## src/ta_data_pkg.sv

```systemverilog
`default_nettype none

package ta_data_pkg;

    // ------------------------------------------------------------------------
    // Element and word geometry
    // ------------------------------------------------------------------------

    // One token or weight element
    localparam int ELEM_W = 4;

    // Elements packed into one memory word, also the projection column count
    localparam int ELEMS_PER_WORD = 8;

    localparam int WORD_W = ELEM_W * ELEMS_PER_WORD;

    // Eight 4x4 products summed, max 8 * 225 = 1800
    localparam int PROJ_W = 11;

    // Row group handled by the MAC in one cycle
    localparam int ROWS_PER_CYCLE = 4;

    // ------------------------------------------------------------------------
    // Types
    // ------------------------------------------------------------------------

    typedef logic [WORD_W-1:0] word_t;

    // Element k sits at bits [4k+3:4k] of the memory word
    typedef logic [ELEMS_PER_WORD-1:0][ELEM_W-1:0] row_t;

    typedef logic [PROJ_W-1:0] proj_t;

endpackage

`default_nettype wire

```

## src/ta_token_store.sv

```systemverilog
`default_nettype none
`timescale 1ns/1ps

module ta_token_store #(
    parameter int MAX_LEN = 32
) (
    input  wire                                              clk,
    input  wire                                              rst_n,
    input  wire                                              i_tok_wr,
    input  wire [$clog2(MAX_LEN)-1:0]                        i_wr_row,
    input  wire ta_data_pkg::word_t                          i_mem_data,
    input  wire [$clog2(MAX_LEN)-1:0]                        i_rd_row,
    output ta_data_pkg::row_t [ta_data_pkg::ROWS_PER_CYCLE-1:0] o_rows
);

    localparam int ROW_W = $clog2(MAX_LEN);
    localparam int ELEM_W = ta_data_pkg::ELEM_W;
    localparam int NELEM = ta_data_pkg::ELEMS_PER_WORD;
    localparam int AVG_SH = $clog2(NELEM);
    localparam int SUM_W = ELEM_W + AVG_SH;

    ta_data_pkg::row_t     mem [MAX_LEN];
    ta_data_pkg::row_t     in_row;
    ta_data_pkg::row_t     thr_row;
    logic [SUM_W-1:0]      row_sum;
    logic [ELEM_W-1:0]     row_avg;

    // ------------------------------------------------------------------------
    // Row-average threshold
    // ------------------------------------------------------------------------

    always_comb begin
        in_row = i_mem_data;
        row_sum = '0;
        for (int k = 0; k < NELEM; k++)
            row_sum = row_sum + SUM_W'(in_row[k]);
        // Divide by eight
        row_avg = row_sum[AVG_SH +: ELEM_W];
        for (int k = 0; k < NELEM; k++)
            thr_row[k] = (in_row[k] < row_avg) ? '0 : in_row[k];
    end

    always_ff @(posedge clk) begin
        if (i_tok_wr)
            mem[i_wr_row] <= thr_row;
    end

    // Group read of rows i_rd_row to i_rd_row+3
    always_comb begin
        for (int g = 0; g < ta_data_pkg::ROWS_PER_CYCLE; g++)
            o_rows[g] = mem[i_rd_row + ROW_W'(g)];
    end

    a_rd_group_range: assert property (@(posedge clk) disable iff (!rst_n)
        int'(i_rd_row) + ta_data_pkg::ROWS_PER_CYCLE <= MAX_LEN);

endmodule

`default_nettype wire

```

## config.mk

```make
export PLATFORM = sky130hd
export DESIGN_NAME = ta_token_store
export DESIGN_NICKNAME = d
export VERILOG_FILES = /design/src/ta_data_pkg.sv /design/src/ta_token_store.sv
export SDC_FILE = /design/constraint.sdc
export NUM_CORES = 2
export LEC_CHECK = 0
export BUFFER_PORTS_ARGS = -buffer_cell sky130_fd_sc_hd__buf_2
export CAP_MARGIN = 5
export CORE_MARGIN = 5
export CORE_UTILIZATION = 30
export DETAILED_ROUTE_END_ITERATION = 8
export GPL_TIMING_DRIVEN = 0
export PLACE_DENSITY = 0.42
export SLEW_MARGIN = 25
export SYNTH_ARGS = -nofsm -noshare
export SYNTH_HDL_FRONTEND = slang
export SYNTH_SLANG_ARGS = --single-unit
```

## constraint.sdc

```tcl
create_clock -name clk -period 6.7 [get_ports clk]
set_input_delay 0 -clock clk [delete_from_list [all_inputs] [get_ports clk]]
set_output_delay 0 -clock clk [all_outputs]
set_load 0.01 [all_outputs]
```

# Word-level counts from Yosys, hierarchy flattened
# Memories as Yosys holds them, arrays and structs flattened.
# Index checks and enable logic that the tools add are counted.
[totals]
register_bits = 0
inputBits = 45
wordCells = 29
memories = 1
mem_bits_rw = 1024
[mem_list]
columns = ["memory", "words", "width", "rd", "rd_clocked_by_memory_dff", "write_ports", "line_no", "text"]
rows = [
  ["mem", 32, 32, 4, 0, 1, "ta_token_store.sv:22", "ta_data_pkg::row_t mem [MAX_LEN];"],
]
[classes]
n_mux = 10
add_sub_neg = 10
magnitude_cmp = 8
[ops]
columns = ["cell", "n"]
rows = [
  ["$lt 4x4->1", 8],
  ["$mux 4", 8],
  ["$add 7x4->7", 4],
  ["$add 5x2->5 const B", 2],
  ["$add 6x4->7", 1],
  ["$add 5x4->6", 1],
  ["$add 4x4->5", 1],
  ["$add 5x1->5 const B", 1],
  ["$mux 1", 2],
]

# Logic depth before layout (Yosys ltp)
[logic_depth]
depth_word = 9
ltp_mapped = 17
mapped_depth_nobuf = 17

# Worst setup path before layout
# No wires, ideal clock.
[synth_path]
kind = "input to register"
start = "in i_mem_data[14]"
end = "mem mem[0][28] in the netlist's numbering, data pin"
setup_time_ps = 466
slack_ps = 1310
arrival_ps = 4925
cell_stages = 13
path_cell_list = "inv_1 -> fa_1 -> inv_1 -> fa_1 -> fa_1 -> fa_1 -> nor2b_1 -> fa_1 -> a21o_1 -> a21oi_1 -> ha_1 -> o211ai_1 -> a21boi_0"
[synth_rtl]
columns = ["item", "line_no", "text"]
rows = [
  ["start, declared", "ta_token_store.sv:11", "input wire ta_data_pkg::word_t i_mem_data,"],
  ["end, declared", "ta_token_store.sv:22", ""],
]

==> metrics.yaml <==
outcome: "complete, no violations"
sw_frac_of_total: 0.3618
internal-power_mw: 15.62
setup_violations: 0
postCtsSetupRepairBufs: 0
placed_cells_incl_taps: 6748
ys_top_cells_by_area: "edfxtp_1 47%, mux4_2 35%, mux2i_1 4.9%, a221oi_2 1.4%, buf_6 1.3%"
maxSlewViolCount: 0
io_buffers: 170
start_util: 0.3006
die-width_um: 478.5
place_congestion: 0.9067
grt_first_pass_wirelength_um: 470600
hold_class: "in -> reg"
synth_ff_type: "edfxtp_1"
layout-drive-gt1-share: 0.4760
nets: 4141
async_flop_share: 0
grt.total_usage: 0.3131
synth_edf_count: 1024
dpl_cell_area_um2: 73620
power.density_nw_per_um2: 312.9
drc: 0
hold_buffers: 33
antenna_found_initial: 13
floorplan.rows: 172
synth_nets: 3683
die_h_um: 478.5
ys_seq_area_frac: 0.4670
period_share: 0.9237
drt_iter0_drc: 7495
pwr-share-clk: 0.294
path_cells: "dlygate4sd3_1 -> buf_2 -> inv_1 -> fa_1 -> fa_1 -> fa_1 -> inv_1 -> ha_1 -> a21oi_1 -> nor2b_1 -> fa_1 -> a21o_1 -> a21oi_4 -> ha_1 -> a31oi_1 -> a21boi_4 -> dlygate4sd3_1"
crit_family: "adder cells"
place_hpwl_um: 259000
drt_wl_total_um: 367300
largest_register: "mem"
final_cells: 7033
start_kind: "primary input"
ir_drop_mv: 0.6190
clock_tree.buffer_depth: 3
synth_cell_types: 47
maxCapViolations: 0
hold_ws_ns: 0.02811
fin_ws_ns: 0.5112
crit_slowest_cell: "fa_1"
tritoncts: "done"
fill_cells: 20430
avgSynthCellArea_um2: 18.34
grt_pass1_vias: 46180
dpl_worst_slack_ns: 0.4808
syn_area_um2: 65850
netlist_instances: 3590
yosysTopAreaCellShare: 0.4670
leakage_nw: 24.23
ant_nets: 0
cts.clk_slew.worst_paths_ns: 0.06
syn2layout_area_growth_pct: 18.80
cp_num_buf_inv: 5
critPathCaptureType: "flip-flop"
required_ns: 7.23
worst_pin_slew_ns: 1.192
die_area_um2: 229000
critical_path_peak_fanout: 8
first_pass_iters: 6
cp_common_cell: "fa_1"
finalHoldViolCount: 0
slew_headroom: 0.2026
synth_top_cell_by_area: "edfxtp_1"
yosys_register_bits: 1024
cts_buffers: 134
cts_sinks: 1024
wire_per_inst_um: 52.22
netSwitchingPower_mw: 8.856
io_pins: 173
power_frac_comb: 0.331
period_needed_ns: 6.189
grt_setup_unrepaired: "no"
grt_max_degree: 33
cp_data_arrival_time_ns: 6.72
finalPower_mw: 24.48
cpPeakStageDelay_ns: 0.93
final_cell_area_um2: 78230
grt-ovfl-total: 0
seq_power_share: 0.375
htreeDepth: 4
viasPerCell: 6.860
cts_root_buf: "clkbuf_16"
core_um2: 219100
post_cts_resized: 0
fmax_ghz: 0.1616
dr_total_vias: 48240
synth_warnings: 0
reg_top3: "mem: 1024 flops"
critPathKind: "in -> reg"
largest_reg_flops: 1024
-- through the flow --
stage / utilization / setup TNS, ns
5_1_grt: 0.3570 / 0
6_report: 0.3571 / 0
4_1_cts: 0.3568 / 0
3_3_place_gp: 0.3209 / -846.07
2_1_floorplan: - / 0
3_5_place_dp: 0.3361 / 0
-- path summary, 6_finish.rpt --
| check | slack, ns | start | depth (start not counted) | to |
|---|---|---|---|---|
| worst min-delay path | 0.03 | i_mem_data[1] | 2 | mem[2][1] |
| worst max-delay path | 0.51 | i_mem_data[5] | 17 | mem[17][28] |
-- layer usage --
layer,GRT usage,part of all wire,up-vias
met4,0.1817,0.071,4
met2,0.4733,0.44,3961
met5,0.01326,0.0012,-
li1,-,-,17090
met3,0.1051,0.11,928
met1,0.3915,0.37,26260
-- synth_stat cells (4+ instances only) --
| cell type | n |
|---|---|
| edfxtp_1 | 1024 |
| xnor2_1 | 5 |
| a22oi_1 | 64 |
| a32o_1 | 64 |
| ha_1 | 26 |
| a31oi_1 | 36 |
| buf_4 | 51 |
| a22o_1 | 96 |
| buf_1 | 7 |
| o21ai_1 | 32 |
| fa_1 | 22 |
| mux4_2 | 1024 |
| nor2_1 | 54 |
| mux2i_1 | 325 |
| and3_1 | 37 |
| nand2_1 | 140 |
| a221oi_2 | 62 |
| o31a_1 | 12 |
| clkbuf_1 | 86 |
| nand2b_1 | 11 |
| a21oi_1 | 13 |
| a221oi_1 | 34 |
| and2_1 | 11 |
| nand3b_1 | 6 |
| a21o_1 | 11 |
| nand3_1 | 4 |
| buf_8 | 4 |
| nand4_1 | 32 |
| buf_6 | 78 |
| o21ai_0 | 20 |
| buf_2 | 126 |
| inv_1 | 51 |
-- cells in the final DEF (no fill, tap or decap), types with 37 or more instances in the layout --
cell and n:
buf_12 49, inv_1 51, edfxtp_1 1024, nand2_1 140, clkbuf_16 139, clkbuf_2 72, buf_6 80, a22oi_1 64
a221oi_2 62, buf_16 63, clkbuf_1 46, and3_1 37, a22o_1 96, a32o_1 64, buf_4 51, mux2i_1 323
mux4_2 1024, buf_2 303
-- power by group through the flow --
stage / sequential, mW / clock [mW] / combinational, mW
floorplan: 9.27 / 0 / 3.79
global placement: 9.43 / 0 / 6.98
detailed placement: 9.30 / 0 / 7.84
global route: 9.19 / 7.50 / 8.34
CTS: 9.17 / 7.25 / 7.89
finish: 9.18 / 7.19 / 8.11
-- area by class of cell --
class                           instances  area (um^2)  share of cell area
Antenna cell                           13        32.53           0.0004158
Buffer                                353         2406             0.03076
Clock buffer                          171         3598             0.04600
Clock inverter                         66        616.8            0.007885
Inverter                               52        195.2            0.002495
Multi-Input combinational cell       2161        33060              0.4226
Sequential cell                      1024        30750              0.3931
Tap cell                             2871         3592             0.04592
Timing Repair Buffer                  322         3979             0.05086
-- cell families after synthesis --
| kind of cell | after synthesis | synth area share |
|---|---|---|
| AO/OA/AOI/OAI | 454 | 0.06103 |
| XOR/XNOR | 8 | 0.001178 |
| adder cells (fa/ha/maj) | 50 | 0.01193 |
| buffers and inverters | 405 | 0.03802 |
| flip-flops | 1024 | 0.4670 |
| multiplexers | 1349 | 0.3996 |
| AND/OR/NAND/NOR | 300 | 0.02124 |
No activity file was read; power rests on OpenSTA's default activity.
