===== config.mk =====
export PLATFORM = sky130hd
export DESIGN_NAME = ta_proj_mac
export DESIGN_NICKNAME = d
export VERILOG_FILES = /design/src/ta_data_pkg.sv /design/src/ta_proj_mac.sv
export SDC_FILE = /design/constraint.sdc
export NUM_CORES = 1
export LEC_CHECK = 0
export ABC_CLOCK_PERIOD_IN_PS = 6700
export BUFFER_PORTS_ARGS = -buffer_cell sky130_fd_sc_hd__buf_2
export CORE_MARGIN = 8
export CORE_UTILIZATION = 35
export CTS_BUF_LIST = sky130_fd_sc_hd__clkbuf_8
export CTS_CLUSTER_DIAMETER = 50
export DETAILED_ROUTE_END_ITERATION = 6
export GPL_TIMING_DRIVEN = 0
export MAX_ROUTING_LAYER = met4
export PLACE_DENSITY = 0.55
export SETUP_SLACK_MARGIN = 0.3
export SYNTH_ARGS = -nofsm -noshare
export SYNTH_HDL_FRONTEND = slang
export SYNTH_SLANG_ARGS = --single-unit

===== constraint.sdc =====
create_clock -name clk -period 6.7 [get_ports clk]
set_input_delay 0.67 -clock clk [delete_from_list [all_inputs] [get_ports clk]]
set_output_delay 0.67 -clock clk [all_outputs]
set_load 0.05 [all_outputs]

===== src/ta_data_pkg.sv =====
`default_nettype none

package ta_data_pkg;

    // ------------------------------------------------------------------------
    // Element and word geometry
    // ------------------------------------------------------------------------

    // One token or weight element
    localparam int ELEM_W = 4;

    // Elements packed into one memory word, also the projection column count
    localparam int ELEMS_PER_WORD = 8;

    localparam int WORD_W = ELEM_W * ELEMS_PER_WORD;

    // Eight 4x4 products summed, max 8 * 225 = 1800
    localparam int PROJ_W = 11;

    // Row group handled by the MAC in one cycle
    localparam int ROWS_PER_CYCLE = 4;

    // ------------------------------------------------------------------------
    // Types
    // ------------------------------------------------------------------------

    typedef logic [WORD_W-1:0] word_t;

    // Element k sits at bits [4k+3:4k] of the memory word
    typedef logic [ELEMS_PER_WORD-1:0][ELEM_W-1:0] row_t;

    typedef logic [PROJ_W-1:0] proj_t;

endpackage

`default_nettype wire


===== src/ta_proj_mac.sv =====
`default_nettype none
`timescale 1ns/1ps

module ta_proj_mac #(
    parameter int ROW_W = 5
) (
    input  wire                                                clk,
    input  wire                                                rst_n,
    input  wire                                                i_col_load,
    input  wire ta_data_pkg::word_t                            i_mem_data,
    input  wire                                                i_mac_en,
    input  wire ta_data_pkg::row_t [ta_data_pkg::ROWS_PER_CYCLE-1:0] i_rows,
    input  wire [ROW_W-1:0]                                    i_group_row,
    input  wire [$clog2(ta_data_pkg::ELEMS_PER_WORD)-1:0]      i_col_idx,
    output logic                                               o_sum_valid,
    output ta_data_pkg::proj_t [ta_data_pkg::ROWS_PER_CYCLE-1:0] o_sums,
    output logic [ROW_W-1:0]                                   o_sum_row,
    output logic [$clog2(ta_data_pkg::ELEMS_PER_WORD)-1:0]     o_sum_col
);

    localparam int COL_W = $clog2(ta_data_pkg::ELEMS_PER_WORD);
    localparam int GRP = ta_data_pkg::ROWS_PER_CYCLE;
    localparam int NELEM = ta_data_pkg::ELEMS_PER_WORD;
    localparam int PROD_W = 2 * ta_data_pkg::ELEM_W;

    ta_data_pkg::row_t              col;
    logic [PROD_W-1:0]              prod [GRP][NELEM];
    logic                           prod_valid;
    logic [ROW_W-1:0]               prod_row;
    logic [COL_W-1:0]               prod_col;
    ta_data_pkg::proj_t [GRP-1:0]   sum_nxt;

    // ------------------------------------------------------------------------
    // Stage 1: weight column latch and 32 products
    // ------------------------------------------------------------------------

    always_ff @(posedge clk) begin
        if (i_col_load)
            col <= i_mem_data;
        if (i_mac_en) begin
            for (int r = 0; r < GRP; r++) begin
                for (int k = 0; k < NELEM; k++)
                    prod[r][k] <= PROD_W'(i_rows[r][k]) * PROD_W'(col[k]);
            end
            prod_row <= i_group_row;
            prod_col <= i_col_idx;
        end
    end

    // ------------------------------------------------------------------------
    // Stage 2: one eight-term sum per row
    // ------------------------------------------------------------------------

    always_comb begin
        for (int r = 0; r < GRP; r++) begin
            sum_nxt[r] = '0;
            for (int k = 0; k < NELEM; k++)
                sum_nxt[r] = sum_nxt[r] + ta_data_pkg::PROJ_W'(prod[r][k]);
        end
    end

    always_ff @(posedge clk) begin
        if (prod_valid) begin
            o_sums <= sum_nxt;
            o_sum_row <= prod_row;
            o_sum_col <= prod_col;
        end
    end

    always_ff @(posedge clk or negedge rst_n) begin
        if (!rst_n) begin
            prod_valid <= 1'b0;
            o_sum_valid <= 1'b0;
        end else begin
            prod_valid <= i_mac_en;
            o_sum_valid <= prod_valid;
        end
    end

endmodule

`default_nettype wire


## Word-level counts from Yosys, hierarchy flattened

Memories as Yosys holds them, arrays and structs flattened.
Index checks and enable logic that the tools add are counted.

- Flip-flop bits (word level): 94
- RAM bits: 256
- Bits of input ports: 172
- Output and inout port bits: 53
- Logic and storage cells: 81
- Memories: 1

- $add $sub $neg: 28
- $mul: 32
- Muxes and demuxes: 2

Memories:

| memory | words | bits a word | read ports | clocked after memory_dff | wr ports | line | text |
|---|---|---|---|---|---|---|---|
| prod | 4 | 64 | 4 | 0 | 4 | ta_proj_mac.sv:27 | `logic [PROD_W-1:0] prod [GRP][NELEM];` |

Operators by type and width:

| operator | number |
|---|---|
| $mul 4x4->8 | 32 |
| $add 11x8->11 | 16 |
| $add 10x8->11 | 4 |
| $add 9x8->10 | 4 |
| $add 8x8->9 | 4 |
| $mux 1 | 2 |

## Logic depth before layout (Yosys ltp)

An unclocked memory read counts as a cell.

- Word-level depth: 8
- Depth in mapped cells: 16
- Gate-level depth less buffers: 16

## Worst setup path before layout

No wires, ideal clock.

- Path type: register to register
- Start: memory prod[1][26] in the netlist's numbering
- End: register o_sums[21] in the netlist's numbering, data pin
- Library setup time: 264 ps
- Arrival: 3801 ps
- Slack: 2634 ps
- Cell stages (with the launch flop): 16
- Clock period less this slack: 4066 ps
- Cells stage by stage: edfxtp_1 -> inv_1 -> fa_1 -> inv_1 -> fa_1 -> fa_1 -> inv_1 -> fa_1 -> inv_1 -> ha_1 -> fa_1 -> a21o_1 -> a21oi_2 -> o21ai_1 -> nor4_1 -> a21oi_1

RTL lines:

| what | line | text |
|---|---|---|
| start, declared | ta_proj_mac.sv:27 |  |
| end signal, assigned | ta_proj_mac.sv:64 | `o_sums <= sum_nxt;` |
| end, declared | ta_proj_mac.sv:16 | `output ta_data_pkg::proj_t [ta_data_pkg::ROWS_PER_CYCLE-1:0] o_sums,` |

==> flow_summary.json <==
{
  "status": "complete, no violations",
  "area_growth_pct": 13.3,
  "fmax_ghz": 0.222,
  "ys_seq_elements": 350,
  "cts_tree": "yes",
  "drc": 0,
  "cp_max_fo": 2,
  "core-area_sq_um": 86500,
  "ir_worst_vdd_mv": 0.565,
  "globalplace.congestion": 0.817,
  "fin_worst_skew_ps": 42.7,
  "grt_max_degree": 110,
  "final_nets": 3909,
  "netlist_area_sq_um": 30400,
  "min_from": "i_mem_data[9]",
  "finalPower_uw": 16400,
  "yosysMostFrequentCell": "inv_1",
  "grt_util_all_layers": 0.166,
  "cts_made_buffers": 72,
  "clockBufferDepth": 3,
  "leakage_uw": 0.0171,
  "finalHoldViolations": 0,
  "worst_ep_arrival_time_ps": 4850,
  "reg2reg_from": "prod[1][10]",
  "root_buffer": "clkbuf_8",
  "ys_seq_area_frac": 0.345,
  "ios": 225,
  "fill_cells": 8588,
  "ys_async_sr_fraction": 0.00571,
  "die_x_microns": 311,
  "fin_tns_setup_ps": 0,
  "maxSlewViolCount": 0,
  "rsz0062_at_grt": "false",
  "vias": 18608,
  "maxCapViolCount": 0,
  "dieArea_sq_um": 96600,
  "yosys.area.top_type_share": 0.344,
  "critPathRequiredTime_ps": 7050,
  "dieHeight_microns": 311,
  "worstSetupEndpointType": "flop",
  "synth.largest_area_cell": "edfxtp_1",
  "yosysWarningCount": 0,
  "io_buffers": 224,
  "startpoint_type": "flop",
  "initial_core_util": 0.352,
  "clk_latency_ps": 660,
  "synthCells": 2691,
  "wl_per_cell_microns": 18.2,
  "grt_overflow": 0,
  "setup_viol": 0,
  "antenna_found_initial": 36,
  "drive_gt1_frac": 0.120,
  "cts-htree-levels": 3,
  "grt_first_pass_wirelength_microns": 118000,
  "routed_via_density": 4.42,
  "postRouteAntennaNets": 0,
  "critPathKind": "flop to flop",
  "rows": 108,
  "p_per_area_nw_per_um2": 477,
  "synthTopCellsByCount": "inv_1 (598), ha_1 (428), edfxtp_1 (348), and2_1 (330), fa_1 (316)",
  "wl_microns": 76600,
  "tightest_slew_ps": 1040,
  "critPathLaunch": "prod[1][10]",
  "finalCritPeriodShare": 0.671,
  "max_slew_margin": 0.307,
  "synth_edf_count": 348,
  "clk_pin_slew_ps": 60,
  "yosys.cell_types.count": 31,
  "post-route-min-period_ps": 4500,
  "dp_hpwl_microns": 63300,
  "drtPass1Iterations": 5,
  "whs_ps": 183,
  "grt_pass1_vias": 20230,
  "fin_area_sq_um": 34400,
  "hold_class": "input pin to flop",
  "syn_area_per_cell_sq_um": 11.3,
  "dpl-instance-area_sq_um": 33100,
  "cts_num_sinks": 350,
  "ys_top_cells_by_area": "edfxtp_1 (34%), fa_1 (21%), ha_1 (18%)",
  "syn-num-nets": 3607,
  "synth-main-ff-cell": "edfxtp_1",
  "drt_iter0_markers": 937,
  "post_cts_buffers": 0
}
## power breakdown
group	internal (uW)	leakage [uW]	total, uW	switching (uW)
combinational	4420	0.0129	10500	6090
clock	1140	0.000717	2150	1010
sequential	3560	0.00351	3760	205
total	9110	0.0171	16400	7300
## worst max-delay path: stages (launching register included)
cell and delay [ps]:
edfxtp_1 400, inv_1 100, fa_1 410, inv_1 190, fa_1 490, fa_1 550
inv_1 60, fa_1 530, inv_1 40, ha_1 220, fa_1 420, a21o_1 210
a21oi_2 180, o21ai_1 110, nor4_1 200, a21oi_1 120
## final timing paths
check / depth (start not counted) / to / slack (ps)
max: 15 / o_sums[21] / 2200
min: 1 / col[9] / 180
max reg2reg: 15 / o_sums[21] / 2200
min reg2reg: 0 / o_sum_row[0] / 420
max in group asynchronous: 2 / prod_valid / 6260
min in group asynchronous: 2 / prod_valid / 340
## through the flow
| step | setup WS [ps] | utilization | cells |
|---|---|---|---|
| 6_report | 2200 | 0.398 | 4213 |
| 4_1_cts | 2120 | 0.398 | 4196 |
| 5_1_grt | 2010 | 0.398 | 4212 |
| 3_5_place_dp | 2150 | 0.382 | 4073 |
| 3_3_place_gp | 811 | 0.381 | 4070 |
| 2_1_floorplan | 2630 | - | 2691 |
## sequential cells by signal, indices dropped and copies added, names as in the netlist
register and flops:
col 32, o_sum_col 3, o_sum_row 5, o_sum_valid 1, o_sums 44, prod 256
prod_col 3, prod_row 5, prod_valid 1
## cells in the final DEF (no fill, tap or decap), drive strengths merged, types with 5 or more instances in the layout
cell      instances
clkinvlp          5
o21ai            10
ha              428
a21o             37
o21a              5
clkinv           24
nand2           188
buf             227
o21bai           33
diode            17
xnor2           111
a21oi           114
clkbuf          109
xor2             39
nor2             79
edfxtp          348
inv             612
fa              316
and2            330
## per-layer routing
layer / routed length (microns) / global-route usage
met5: 0 / -
met4: 1780 / 0.0493
met3: 4060 / 0.0341
met2: 37200 / 0.275
met1: 33500 / 0.205
## cell families after synthesis
group | synth area share
AOI/OAI and AO/OA | 0.0449
xor gates and xnor gates | 0.0432
adders and majority gates | 0.384
buffers and inverters | 0.0778
DFF | 0.345
and+or+nand+nor | 0.105
## timing repair
action                                 4_1_cts  5_1_grt
hold buffers                                 1        0
gates resized for setup                      0        0
endpoints found under the hold margin        2        0
## area by class of cell
type	instances	area [sq um]	area share
plain buffers	32	120	0.00349
clock inverters	45	274	0.00796
diodes	17	42.5	0.00124
well taps	1155	1450	0.0420
inverters	598	2240	0.0652
flip-flops and latches	350	10500	0.305
multi-input cells	1711	17500	0.509
clock buffers	77	1060	0.0308
repair buffers	228	1220	0.0353
(Power assumes the default switching activity.)
