--- src/ta_data_pkg.sv ---
`default_nettype none

package ta_data_pkg;

    // ------------------------------------------------------------------------
    // Element and word geometry
    // ------------------------------------------------------------------------

    // One token or weight element
    localparam int ELEM_W = 4;

    // Elements packed into one memory word, also the projection column count
    localparam int ELEMS_PER_WORD = 8;

    localparam int WORD_W = ELEM_W * ELEMS_PER_WORD;

    // Eight 4x4 products summed, max 8 * 225 = 1800
    localparam int PROJ_W = 11;

    // Row group handled by the MAC in one cycle
    localparam int ROWS_PER_CYCLE = 4;

    // ------------------------------------------------------------------------
    // Types
    // ------------------------------------------------------------------------

    typedef logic [WORD_W-1:0] word_t;

    // Element k sits at bits [4k+3:4k] of the memory word
    typedef logic [ELEMS_PER_WORD-1:0][ELEM_W-1:0] row_t;

    typedef logic [PROJ_W-1:0] proj_t;

endpackage

`default_nettype wire

--- src/ta_ctrl_pkg.sv ---
`default_nettype none

package ta_ctrl_pkg;

    // ------------------------------------------------------------------------
    // Sequencer phases
    // ------------------------------------------------------------------------

    typedef enum logic [2:0] {
        IDLE,
        WAIT_READY,
        LOAD_TOKENS,
        LOAD_COL,
        MAC,
        DRAIN,
        OUT
    } phase_t;

    // ------------------------------------------------------------------------
    // Length code decode
    // ------------------------------------------------------------------------

    localparam int LEN_CODE_W = 2;

    // Code 0 means 4 tokens, length is 2 ** (code + MIN_LEN_LOG2)
    localparam int MIN_LEN_LOG2 = 2;

    // Holds log2 of the length, values 2 to 5
    localparam int LEN_LOG2_W = 3;

    // Tokens at 0..L-1, weight columns right after, up to 40 words
    localparam int ADDR_W = 6;

endpackage

`default_nettype wire

--- src/ta_sequencer.sv ---
`default_nettype none
`timescale 1ns/1ps

module ta_sequencer #(
    parameter int MAX_LEN = 32
) (
    input  wire                                          clk,
    input  wire                                          rst_n,
    input  wire                                          i_valid,
    input  wire [ta_ctrl_pkg::LEN_CODE_W-1:0]            i_length,
    input  wire                                          i_mem_ready,
    input  wire                                          i_out_done,
    output logic                                         o_mem_read,
    output logic [ta_ctrl_pkg::ADDR_W-1:0]               o_mem_addr,
    output logic                                         o_tok_wr,
    output logic [$clog2(MAX_LEN)-1:0]                   o_wr_row,
    output logic                                         o_col_load,
    output logic                                         o_mac_en,
    output logic [$clog2(MAX_LEN)-1:0]                   o_group_row,
    output logic [$clog2(ta_data_pkg::ELEMS_PER_WORD)-1:0] o_col_idx,
    output logic [ta_ctrl_pkg::LEN_LOG2_W-1:0]           o_len_log2,
    output logic                                         o_out_start
);

    localparam int ROW_W = $clog2(MAX_LEN);
    localparam int COL_W = $clog2(ta_data_pkg::ELEMS_PER_WORD);
    localparam int ADDR_W = ta_ctrl_pkg::ADDR_W;
    localparam int LOG_W = ta_ctrl_pkg::LEN_LOG2_W;

    ta_ctrl_pkg::phase_t   phase;
    ta_ctrl_pkg::phase_t   phase_nxt;
    logic [LOG_W-1:0]      len_log2;
    logic [ADDR_W-1:0]     len;
    logic [ADDR_W-1:0]     addr;
    logic [ROW_W-1:0]      group_row;
    logic [COL_W-1:0]      col_idx;
    logic                  last_group;
    logic                  last_col;
    logic                  rd_dly;
    logic                  rd_col;
    logic                  drain_cnt;

    assign len = ADDR_W'(1) << len_log2;
    assign last_group = group_row == ROW_W'(len - ADDR_W'(ta_data_pkg::ROWS_PER_CYCLE));
    assign last_col = col_idx == COL_W'(ta_data_pkg::ELEMS_PER_WORD - 1);

    // Delayed read strobe lines up with the returning memory word
    assign o_col_load = rd_dly & rd_col;
    assign o_tok_wr = rd_dly & ~rd_col;

    // LOAD_COL spends one cycle reading and one waiting for the word
    assign o_mem_read = (phase == ta_ctrl_pkg::LOAD_TOKENS) ||
                        (phase == ta_ctrl_pkg::LOAD_COL && !o_col_load);
    assign o_mem_addr = addr;
    assign o_mac_en = phase == ta_ctrl_pkg::MAC;
    assign o_group_row = group_row;
    assign o_col_idx = col_idx;
    assign o_len_log2 = len_log2;
    assign o_out_start = (phase == ta_ctrl_pkg::DRAIN) && drain_cnt;

    // ------------------------------------------------------------------------
    // Phase FSM
    // ------------------------------------------------------------------------

    always_comb begin
        phase_nxt = phase;
        case (phase)
            ta_ctrl_pkg::IDLE: begin
                if (i_valid)
                    phase_nxt = ta_ctrl_pkg::WAIT_READY;
            end
            ta_ctrl_pkg::WAIT_READY: begin
                if (i_mem_ready)
                    phase_nxt = ta_ctrl_pkg::LOAD_TOKENS;
            end
            ta_ctrl_pkg::LOAD_TOKENS: begin
                if (addr == len - ADDR_W'(1))
                    phase_nxt = ta_ctrl_pkg::LOAD_COL;
            end
            ta_ctrl_pkg::LOAD_COL: begin
                if (o_col_load)
                    phase_nxt = ta_ctrl_pkg::MAC;
            end
            ta_ctrl_pkg::MAC: begin
                if (last_group)
                    phase_nxt = last_col ? ta_ctrl_pkg::DRAIN : ta_ctrl_pkg::LOAD_COL;
            end
            // Products, then sums, must land before streaming
            ta_ctrl_pkg::DRAIN: begin
                if (drain_cnt)
                    phase_nxt = ta_ctrl_pkg::OUT;
            end
            ta_ctrl_pkg::OUT: begin
                if (i_out_done)
                    phase_nxt = ta_ctrl_pkg::IDLE;
            end
            default: phase_nxt = ta_ctrl_pkg::IDLE;
        endcase
    end

    always_ff @(posedge clk or negedge rst_n) begin
        if (!rst_n) begin
            phase <= ta_ctrl_pkg::IDLE;
            len_log2 <= '0;
            addr <= '0;
            group_row <= '0;
            col_idx <= '0;
            rd_dly <= 1'b0;
            rd_col <= 1'b0;
            drain_cnt <= 1'b0;
        end else begin
            phase <= phase_nxt;
            rd_dly <= o_mem_read;
            rd_col <= phase == ta_ctrl_pkg::LOAD_COL;
            drain_cnt <= (phase == ta_ctrl_pkg::DRAIN) && !drain_cnt;

            if (phase == ta_ctrl_pkg::IDLE) begin
                addr <= '0;
                group_row <= '0;
                col_idx <= '0;
                if (i_valid)
                    len_log2 <= LOG_W'(i_length) + LOG_W'(ta_ctrl_pkg::MIN_LEN_LOG2);
            end

            // One counter walks tokens, then weight columns at L+j
            if (o_mem_read)
                addr <= addr + 1'b1;

            if (o_mac_en) begin
                if (last_group) begin
                    group_row <= '0;
                    col_idx <= col_idx + 1'b1;
                end else begin
                    group_row <= group_row + ROW_W'(ta_data_pkg::ROWS_PER_CYCLE);
                end
            end
        end
    end

    // Row of the word now arriving from memory
    always_ff @(posedge clk) begin
        o_wr_row <= addr[ROW_W-1:0];
    end

    // ------------------------------------------------------------------------
    // Checks
    // ------------------------------------------------------------------------

    a_done_in_out: assert property (@(posedge clk) disable iff (!rst_n)
        i_out_done |-> phase == ta_ctrl_pkg::OUT);

    a_addr_in_range: assert property (@(posedge clk) disable iff (!rst_n)
        o_mem_read |-> o_mem_addr < len + ADDR_W'(ta_data_pkg::ELEMS_PER_WORD));

endmodule

`default_nettype wire

--- config.mk ---
export PLATFORM = sky130hd
export DESIGN_NAME = ta_sequencer
export DESIGN_NICKNAME = d
export VERILOG_FILES = /design/src/ta_data_pkg.sv /design/src/ta_ctrl_pkg.sv /design/src/ta_sequencer.sv
export SDC_FILE = /design/constraint.sdc
export NUM_CORES = 1
export LEC_CHECK = 0
export BUFFER_PORTS_ARGS = -buffer_cell sky130_fd_sc_hd__buf_4
export CAP_MARGIN = 0
export CORE_MARGIN = 5
export CORE_UTILIZATION = 50
export CTS_CLUSTER_DIAMETER = 120
export DETAILED_ROUTE_END_ITERATION = 6
export GPL_TIMING_DRIVEN = 0
export HOLD_SLACK_MARGIN = 0.05
export PLACE_DENSITY = 0.73
export REMOVE_ABC_BUFFERS = 1
export SYNTH_ARGS = -nofsm -noshare
export SYNTH_HDL_FRONTEND = slang
export SYNTH_SLANG_ARGS = --single-unit
--- constraint.sdc ---
create_clock -name clk -period 4.65 [get_ports clk]
set_input_delay 1.395 -clock clk [delete_from_list [all_inputs] [get_ports clk]]
set_output_delay 1.395 -clock clk [all_outputs]
set_load 0.005 [all_outputs]
* Yosys cells after proc, flatten, opt, wreduce, memory -nomap -nowiden
Cells that the tools add are included.
** Cells by class
- Add/subtract/negate cells :: 6
- $mul :: 0
- Divide/modulo/power cells :: 0
- Magnitude comparators :: 0
- Equality and inequality tests :: 16
- Shift-type cells :: 1
- Muxes and demuxes :: 17
- Bitwise logic cells :: 3
- Reduce and logical (&&, ||, !) cells :: 11
** Operator list (count)
- 2-to-1 mux 3 bit :: 11
- case mux 3 bit (7 select lines) :: 1
- 2-to-1 mux 5 bit :: 3
- == test 3 bit, second input constant :: 4
- 2-to-1 mux 6 bit :: 2
- != test 2 bit, second input constant :: 5
- AND reduction 7 bit :: 1
- adder 6 x 1 -> 6 bit, second input constant :: 1
- == test 3 x 2 -> 1 bit, second input constant :: 2
- == test 6 bit :: 1
- left shift 1 x 3 -> 6 bit, first input constant :: 1
- subtractor 6 x 1 -> 6 bit, second input constant :: 1
- adder 5 x 3 -> 5 bit, second input constant :: 1
- == test 5 bit :: 1
- subtractor 5 x 3 -> 5 bit, second input constant :: 1
- != test 2 x 1 -> 1 bit, second input constant :: 2
- nonzero test 2 bit :: 2
- adder 2 x 2 -> 3 bit, second input constant :: 1
- adder 3 x 1 -> 3 bit, second input constant :: 1
- == test 3 x 1 -> 1 bit, second input constant :: 1
- logical AND 1 bit :: 3
- zero test 3 bit :: 1
- bitwise AND 1 bit :: 2
- zero test 1 bit :: 2
- 3 further kinds :: 3
** Word-level totals
- Register bits after elaboration :: 28
- Bits in latches :: 0
- Bits in writable memories :: 0
- Bits in read-only memories :: 0
- Input port bits :: 7
- Output and inout port bits :: 27
- Word-level logic and storage cells :: 63
- Memories kept :: 0

* Logic depth before layout (Yosys ltp)
Gate-level depths: netlist (run 1).
- Word-level depth :: 5
- Mapped depth :: 7
- Mapped depth without buffers :: 7

* Worst setup path after synthesis (run 1)
OpenSTA, ideal clock, no wires.
- Kind :: input to register
- Start :: input i_mem_ready
- End :: register phase[1]
- Setup time :: 0.080 ns
- Arrival time :: 2.336 ns
- Data required time :: 4.570 ns
- Setup slack :: 2.234 ns
- Cell stages on the path :: 5
- Buffers on the path :: 0
- Cell sequence :: mux2_1 -> o22ai_1 -> mux2_2 -> or4_4 -> o211ai_2
** On the way
- Cells in the longest elaborated chain, start to end :: 2
** RTL lines
- start, declared :: RTL line ta_sequencer.sv:11 : input wire i_mem_ready,
- != test 2 bit (no source line)
- AND reduction 7 bit (no source line)
- end signal, assigned :: RTL line ta_sequencer.sv:103 : phase <= ta_ctrl_pkg::IDLE;
- end signal, assigned :: RTL line ta_sequencer.sv:112 : phase <= phase_nxt;
- end, declared :: RTL line ta_sequencer.sv:30 : ta_ctrl_pkg::phase_t phase;
No other way between the ends.
A chain may end at the register's enable or synchronous reset.

* Worst setup path after layout (run 1)
- Start :: register phase[1]
- End :: output o_mem_read
** On the way
- Cells in the longest elaborated chain, start to end :: 3
- Elaborated cells between the ends (all ways) :: 4
** RTL lines
- == test 3 x 2 -> 1 bit :: RTL line ta_sequencer.sv:53 : (phase == ta_ctrl_pkg::LOAD_COL && !o_col_load);
- logical AND 1 bit :: RTL line ta_sequencer.sv:53
- logical OR 1 bit * :: RTL line ta_sequencer.sv:52 : assign o_mem_read = (phase == ta_ctrl_pkg::LOAD_TOKENS) ||
- end, declared :: RTL line ta_sequencer.sv:13 : output logic o_mem_read,
Mark *: on every way between the ends. The rest lies on a longest branch, timed or not.

==> results of run 1 <==
-- through the flow --
step,power (W),utilization,std cells
6_report,0.000912,0.602,205
4_1_cts,0.000919,0.602,205
5_1_grt,0.000995,0.602,205
2_1_floorplan,0.000650,-,139
3_3_place_gp,0.000798,0.592,201
3_5_place_dp,0.000818,0.592,201
-- cells by family after synthesis --
| family | Yosys count | share of synthesized area |
|---|---|---|
| AND/OR/NAND/NOR | 53 | 0.193 |
| AO/OA/AOI/OAI | 40 | 0.191 |
| flip-flops | 26 | 0.457 |
| buffers and inverters | 14 | 0.0512 |
| multiplexers | 7 | 0.0549 |
| adder cells (fa/ha/maj) | 4 | 0.0366 |
| XOR/XNOR | 2 | 0.0128 |
| other | 1 | 0.00274 |
-- worst min path at each step --
stage,startpoint,end,slack [ns],cells after the start
6_report,drain_cnt,drain_cnt,0.47,1
5_1_grt,drain_cnt,drain_cnt,0.49,1
4_1_cts,drain_cnt,drain_cnt,0.47,1
3_5_place_dp,drain_cnt,drain_cnt,0.45,1
3_3_place_gp,drain_cnt,drain_cnt,0.44,1
2_1_floorplan,drain_cnt,drain_cnt,0.42,1
-- layer usage --
metal,up-vias,part of all wire,wire [um],track usage
met1,551,0.45,1340,0.206
li1,576,-,-,-
met3,2,0.051,151,0.0396
met4,0,0.0054,16,0.0584
met5,-,0,0,0
met2,29,0.49,1450,0.263
-- critical path: stages, from the launching register on --
cell and delay (ns):
dfrtp_1 0.61, nand2b_1 0.21, a21o_1 0.28, inv_2 0.16, buf_4 0.13
-- sequential cells by signal, indices dropped and copies added (netlist names) --
signal,cells
o_mem_addr,6
o_wr_row,5
o_col_idx,3
o_group_row,3
o_len_log2,3
phase,3
drain_cnt,1
rd_col,1
rd_dly,1
-- power by group through the flow --
stage	Clock [W]	Combinational, W	Sequential (W)
6_report	0.0000995	0.000396	0.000416
5_1_grt	0.000112	0.000447	0.000435
4_1_cts	0.000104	0.000401	0.000414
3_5_place_dp	0	0.000400	0.000419
3_3_place_gp	0	0.000388	0.000410
2_1_floorplan	0	0.000258	0.000392
-- layout by cell type (no fill, tap or decap), types with 2 or more instances in the layout --
master / count
a21o_1: 2
a21oi_1: 5
a31oi_1: 3
and2_1: 2
and3_1: 2
buf_4: 31
clkbuf_4: 3
conb_1: 2
dfrtp_1: 21
dfxtp_1: 5
ha_1: 4
inv_1: 4
mux2_2: 3
mux2i_1: 3
nand2_1: 18
nand2b_1: 4
nand3_1: 4
nand4_1: 3
nor2_1: 8
nor2b_1: 2
nor3_1: 4
nor4_1: 2
o21ai_0: 21
o22ai_1: 2
or3_1: 2
-- area by class of cell --
| cell class | instances | share of cell area |
|---|---|---|
| repair buffers | 31 | 0.144 |
| inverters | 5 | 0.0116 |
| well taps | 31 | 0.0240 |
| multi-input cells | 108 | 0.418 |
| flip-flops and latches | 26 | 0.387 |
| clock buffers | 4 | 0.0162 |
==> results.tsv, run 1 <==
metric	value	unit
mapped cell area	1370	um2
Tmin final	3.09	ns
first-pass GRT wire length	5.20	mm
Site Rows	19	
post_cts resized	0	
worst setup margin	1.56	ns
drt pass-1 iters	4	
DR WL/cell	14.4	um
diode count	0	
post-DP HPWL	2.10	mm
register area	626	um2
average cell area after synthesis	9.30	um2
RD Place Congestion	0.883	
crit path to	o_mem_read	
clock power share	0.109	
final instance area	1620	um2
H-tree depth	1	
sequential area share after synthesis	0.457	
sequential power share	0.456	
cells after synthesis	147	
vias in the first global route	1191	
Total Die Area	3880	um2
Hold Path Class	register to register	
top_reg_cell synth	dfrtp_1	
Post-synth EDFFs	0	
Total GRT Usage	0.161	
final-report setup violation count	0	
Initial Util	0.509	
via/cell ratio	5.65	
Area contributors post-synth	dfrtp_1 38%, o21ai_0 7.7%, dfxtp_1 7.3%, nand2_1 4.9%, ha_1 3.7%	
final hold vios	0	
Internal	0.000532	W
crit end category	primary output	
RSZ-0062 raised after global routing	false	
via count	1158	
chip width	62.3	um
CTS root buf	clkbuf_4	
clk sink count	26	
crit-path max FO	14	
global route total overflow	0	
Synth-to-Final Area Change	18.3	%
flops & latches, synth	26	
area leader, netlist	dfrtp_1	
area of the multi-input gates	676	um2
Logic pwr share	0.435	
DP Area	1590	um2
worst r2r path cells	5	
pre-CTS setup slack	1.94	ns
r2r endpoint	phase[1]	
crit path DAT	1.70	ns
ANT nets after route	0	
clk slew on worst S/H paths	0.14	ns
FILL cells	220	
post-CTS repair timing setup buffer count	0	
Fin Setup TNS	0	ns
CTS Hold Bufs	0	
worst r2r src	o_len_log2[0]	
largest net degree at the start of global routing	22	
Psw	0.000380	W
Data required, critical path	3.25	ns
async set-or-reset flop fraction in the synthesized netlist	0.808	
r2r setup slk	2.83	ns
CTS tree	yes	
Max Cap Violations	0	
max-slew violations	0	
clk_skew	0.00276	ns
Die Ht	62.3	um
status	finished, final reports clean	
worst-skew pair later-pin latency	0.32	ns
Core Area	2690	um2
Worst Setup SP	phase[1]	
Fmax	0.324	GHz
power density cells	564	nW/um2
nets	186	
DRC violations left	0	
top cells by count, synth	21 x dfrtp_1, 21 x o21ai_0, 18 x nand2_1	
Starting DRT DRC Count	37	
startpoint types	register	
P_leak	0.787	nW
port bufs	31	
synth warn	0	
crit path kind	register to primary output	
proportion of layout cells with a drive suffix above 1	0.241	
Switching Fraction	0.416	
maximum vdd ir drop	0.000360	V
Yosys top cell area share	0.384	
num ports	34	
Clock Path Buffers	2	
drt total wl	2.96	mm
initial antenna violation count	0	
library cells used by synthesis	40	
worst hold slack	0.469	ns
Num CTS Buffers	3	
fin crit share	0.665	
(Power assumes the default switching activity.)
==> run 2: changes to the inputs <==
--- a/config.mk
+++ b/config.mk
@@ -8,12 +8,12 @@
 export BUFFER_PORTS_ARGS = -buffer_cell sky130_fd_sc_hd__buf_4
 export CAP_MARGIN = 0
 export CORE_MARGIN = 5
-export CORE_UTILIZATION = 50
+export CORE_UTILIZATION = 47
 export CTS_CLUSTER_DIAMETER = 120
 export DETAILED_ROUTE_END_ITERATION = 6
 export GPL_TIMING_DRIVEN = 0
 export HOLD_SLACK_MARGIN = 0.05
-export PLACE_DENSITY = 0.73
+export PLACE_DENSITY = 0.72
 export REMOVE_ABC_BUFFERS = 1
 export SYNTH_ARGS = -nofsm -noshare
 export SYNTH_HDL_FRONTEND = slang
==> constraint.sdc (replaced) <==
create_clock -name clk -period 2.83 [get_ports clk]
set_input_delay 0.849 -clock clk [delete_from_list [all_inputs] [get_ports clk]]
set_output_delay 0.849 -clock clk [all_outputs]
set_load 0.005 [all_outputs]
==> results.tsv, run 2 (synthesis gave the netlist of run 1 again) <==
metric	value	unit	change
status	finished, final reports clean		
Total Die Area	4090	um2	+5.3%
crit-path max FO	13		-1
post-CTS repair timing setup buffer count	0		unchanged
post-DP HPWL	2.21	mm	+5.4%
worst r2r src	o_len_log2[0]		
Hold Path Class	input port to asynchronous set/reset pin		
Clock Path Buffers	2		unchanged
most common cell after layout, fill and taps aside	buf_4		
pre-CTS setup slack	0.682	ns	-1.26 ns
CTS root buf	clkbuf_4		
most frequent cells in the layout	31 x buf_4, 21 x o21ai_0, 21 x dfrtp_1, 18 x nand2_1, 8 x nor2_1		
Psw	0.000627	W	+65%
sequential power share	0.455		about the same
final-report setup violation count	0		unchanged
Site Rows	19		unchanged
ANT nets after route	0		unchanged
via count	1220		+5.4%
FILL cells	257		+17%
Die Ht	63.9	um	+2.6%
Total GRT Usage	0.159		-0.00256
Internal	0.000875	W	+64%
max-slew violations	0		unchanged
Fmax	0.394	GHz	
total power	0.00150	W	+65%
drt total wl	3.05	mm	+3.0%
initial antenna violation count	0		unchanged
clk slew on worst S/H paths	0.14	ns	about the same
worst r2r path cells	5		unchanged
DRC violations left	0		unchanged
worst setup margin	0.290	ns	-1.27 ns
CTS tree	yes		
clk_skew	0.00988	ns	+0.00711 ns
Data required, critical path	1.98	ns	-1.27 ns
startpoint types	register		
DR WL/cell	14.9	um	+3.0%
Tmin final	2.54	ns	
final instance area	1620	um2	unchanged
r2r endpoint	phase[1]		
crit path DAT	1.69	ns	about the same
RSZ-0062 raised after global routing	false		
Max Cap Violations	0		unchanged
num ports	34		unchanged
max reg flops	6		unchanged
clock power share	0.110		about the same
proportion of layout cells with a drive suffix above 1	0.241		unchanged
Initial Util	0.492		-0.0174
CTS Hold Bufs	0		unchanged
port bufs	31		unchanged
chip width	63.9	um	+2.6%
Fin Setup TNS	0	ns	unchanged
power density cells	929	nW/um2	+65%
fin crit share	0.897		
via/cell ratio	5.95		+5.4%
Core Area	2780	um2	+3.5%
worst-skew pair later-pin latency	0.32	ns	about the same
drt pass-1 iters	4		unchanged
r2r setup slk	1.01	ns	-1.82 ns
Starting DRT DRC Count	30		-19%
maximum vdd ir drop	0.000619	V	+72%
vias in the first global route	1175		-1.3%
H-tree depth	1		unchanged
first-pass GRT wire length	5.26	mm	+1.2%
clk sink count	26		unchanged
crit path kind	register to primary output		
post_cts resized	0		unchanged
Synth-to-Final Area Change	18.3	%	unchanged
DP Area	1590	um2	unchanged
crit-path cells	nand2b_1, a21o_1, inv_2, buf_4		
crit end category	primary output		
nets	186		unchanged
P_leak	0.787	nW	unchanged
largest net degree at the start of global routing	22		unchanged
final hold vios	0		unchanged
Slowest cell on crit path	dfrtp_1		
diode count	0		unchanged
global route total overflow	0		unchanged
max incr delay on CP	0.53	ns	-0.08 ns
RD Place Congestion	0.876		-0.79%
Switching Fraction	0.418		+0.00118
Num CTS Buffers	3		unchanged
Logic pwr share	0.435		about the same
[run 2: cell counts in the layout (fill, tap and decap cells not counted)]
Identical to the previous run, type by type.
[run 2: how the worst max path moves through the flow]
stage                     start         end  slack [ns]  depth (start not counted)
floorplan           i_mem_ready    phase[1]        0.95                          5
global placement       phase[1]  o_mem_read        0.69                          4
detailed placement     phase[2]  o_mem_read        0.68                          4
CTS                    phase[1]  o_mem_read        0.28                          4
global route           phase[1]  o_mem_read        0.12                          4
finish                 phase[2]  o_mem_read        0.29                          4
[run 2: critical path: cells and delay by family (launching register included)]
kind	cells	cell delay (ns)
DFF	1	0.53
buffers and inverters	2	0.29
AOI/OAI and AO/OA	1	0.27
and+or+nand+nor	1	0.26
[run 2: final cells by class]
cell class / instances / area, um2 / area share
Multi-Input combinational cell: 108 / 676 / 0.418
Sequential cell: 26 / 626 / 0.387
Timing Repair Buffer: 31 / 233 / 0.144
Tap cell: 31 / 38.8 / 0.0240
Clock buffer: 4 / 26.3 / 0.0162
Inverter: 5 / 18.8 / 0.0116
[run 2: power by group through the flow]
| stage | clock network (W) | logic (W) | registers, W |
|---|---|---|---|
| finish | 0.000165 | 0.000654 | 0.000683 |
| global route | 0.000187 | 0.000748 | 0.000717 |
| CTS | 0.000170 | 0.000663 | 0.000682 |
| detailed placement | 0 | 0.000659 | 0.000689 |
| global placement | 0 | 0.000639 | 0.000675 |
| floorplan | 0 | 0.000424 | 0.000644 |
[run 2: layer usage]
layer,track usage,part of all wire,up-vias,wire length (um)
li1,-,-,578,-
met1,0.199,0.43,603,1300
met2,0.253,0.49,37,1490
met3,0.0455,0.077,2,235
met4,0.0701,0.0079,0,24
met5,0,0,-,0
[run 2: metrics by stage]
step           utilization  hold slack, ns  std cells
4_1_cts              0.582           0.373        205
3_3_place_gp         0.572           0.442        201
6_report             0.582           0.377        205
2_1_floorplan            -           0.419        139
3_5_place_dp         0.572           0.445        201
5_1_grt              0.582           0.376        205
==> run 3: changes to the inputs <==
--- a/config.mk
+++ b/config.mk
@@ -7,13 +7,15 @@
 export LEC_CHECK = 0
 export BUFFER_PORTS_ARGS = -buffer_cell sky130_fd_sc_hd__buf_4
 export CAP_MARGIN = 0
+export CELL_PAD_IN_SITES_DETAIL_PLACEMENT = 1
+export CELL_PAD_IN_SITES_GLOBAL_PLACEMENT = 1
 export CORE_MARGIN = 5
-export CORE_UTILIZATION = 47
+export CORE_UTILIZATION = 35
 export CTS_CLUSTER_DIAMETER = 120
 export DETAILED_ROUTE_END_ITERATION = 6
 export GPL_TIMING_DRIVEN = 0
 export HOLD_SLACK_MARGIN = 0.05
-export PLACE_DENSITY = 0.72
+export PLACE_DENSITY = 0.71
 export REMOVE_ABC_BUFFERS = 1
 export SYNTH_ARGS = -nofsm -noshare
 export SYNTH_HDL_FRONTEND = slang
==> results.tsv, run 3 (synthesis gave the netlist of run 1 again) <==
metric	value	unit	change
status	finished, final reports clean		
proportion of layout cells with a drive suffix above 1	0.247		+0.00575
maximum vdd ir drop	0.000342	V	-45%
Site Rows	22		+3
RSZ-0062 raised after global routing	false		
port bufs	31		unchanged
Total GRT Usage	0.139		-0.0200
nets	186		unchanged
Core Area	3720	um2	+34%
clk sink count	26		unchanged
drt total wl	3.53	mm	+16%
vias in the first global route	1249		+6.3%
global route total overflow	0		unchanged
register area	626	um2	unchanged
max-slew violations	0		unchanged
Tmin final	2.52	ns	-0.0224 ns
FILL cells	452		+76%
power density cells	993	nW/um2	+6.9%
drt pass-1 iters	4		unchanged
largest net degree at the start of global routing	22		unchanged
P_leak	0.808	nW	+2.6%
Num CTS Buffers	3		unchanged
Hold Path Class	input port to asynchronous set/reset pin		
CTS root buf	clkbuf_8		
RD Place Congestion	0.759		-13%
Data required, critical path	1.98	ns	about the same
crit-path max FO	14		+1
clk slew on worst S/H paths	0.10	ns	-0.04 ns
worst setup margin	0.313	ns	+0.0224 ns
Starting DRT DRC Count	61		+100%
Clock Path Buffers	2		unchanged
initial antenna violation count	0		unchanged
most common cell after layout, fill and taps aside	buf_4		
Initial Util	0.368		-0.124
crit end category	primary output		
via count	1188		-2.6%
Max Cap Violations	0		unchanged
via/cell ratio	5.35		-10%
Fmax	0.397	GHz	+0.89%
total power	0.00167	W	+11%
crit path kind	register to primary output		
CTS tree	yes		
H-tree depth	1		unchanged
startpoint types	register		
fin crit share	0.889		-0.00793
post-CTS repair timing setup buffer count	0		unchanged
post_cts resized	0		unchanged
Fin Setup TNS	0	ns	unchanged
crit path DAT	1.67	ns	-0.02 ns
CTS Hold Bufs	0		unchanged
Die Ht	72.5	um	+13%
final hold vios	0		unchanged
worst-skew pair later-pin latency	0.27	ns	-0.05 ns
pre-CTS setup slack	0.602	ns	-0.0793 ns
post-DP HPWL	2.54	mm	+15%
final non-filler cell total	222		+8.3%
DR WL/cell	15.9	um	+7.1%
most frequent cells in the layout	31 x buf_4, 21 x o21ai_0, 21 x dfrtp_1, 18 x nand2_1, 8 x nor2_1		
clk_skew	0.00860	ns	-0.00127 ns
first-pass GRT wire length	5.88	mm	+12%
Synth-to-Final Area Change	23.1	%	
diode count	0		unchanged
area of the multi-input gates	676	um2	unchanged
final-report setup violation count	0		unchanged
max reg flops	6		unchanged
ANT nets after route	0		unchanged
chip width	72.5	um	+13%
Total Die Area	5260	um2	+29%
Placed Cells	218		+8.5%
num ports	34		unchanged
DRC violations left	0		unchanged
run 3: cell count changes in the layout (fill, tap and decap cells not counted):
| cell | change |
|---|---|
| bufinv_16 | +1 |
| clkbuf_1 | -1 |
| clkbuf_4 | -3 |
| clkbuf_8 | +3 |
run 3: critical path, stage by stage (launching register included):
cell and delay [ns]:
dfrtp_1 0.61, nand2b_1 0.22, a21o_1 0.29, inv_2 0.15
buf_4 0.13
run 3: path summary, 6_finish.rpt:
| kind | endpoint | startpoint | slack (ns) | depth (start not counted) |
|---|---|---|---|---|
| hold reg to reg | drain_cnt | drain_cnt | 0.46 | 1 |
| setup / recovery | o_mem_read | phase[1] | 0.31 | 4 |
| max in group asynchronous | drain_cnt | rst_n | 2.16 | 1 |
| hold / removal | o_len_log2[2] | rst_n | 0.44 | 1 |
| min in group clk | drain_cnt | drain_cnt | 0.46 | 1 |
| setup reg to reg | phase[1] | phase[2] | 0.98 | 5 |
run 3: routing by layer:
layer  vias up  wire length, um  share of wire  global-route usage
met5         -                0              0                   0
met4         0               35         0.0099              0.0389
met3         5              141          0.040              0.0180
met2        26             1770           0.50               0.239
met1       584             1590           0.45               0.182
li1        573                -              -                   -
run 3: report_power, final:
part / total (W) / switching [W] / internal, W
registers: 0.000696 / 0.000222 / 0.000474
clock network: 0.000309 / 0.000120 / 0.000189
logic: 0.000667 / 0.000321 / 0.000346
run 3: layout make-up:
class | count | share of cell area
sequential | 26 | 0.371
clock inverter | 1 | 0.0178
tap | 48 | 0.0357
inverter | 5 | 0.0111
clock buffer | 3 | 0.0245
timing repair buffer | 31 | 0.138
multi-input combinational | 108 | 0.401
run 3: stage by stage:
stage | util | instance area [um2] | hold slack (ns)
CTS | 0.453 | 1680 | 0.452
detailed placement | 0.434 | 1610 | 0.453
finish | 0.453 | 1680 | 0.443
floorplan | - | 1320 | 0.419
global route | 0.453 | 1680 | 0.458
global placement | 0.434 | 1610 | 0.447
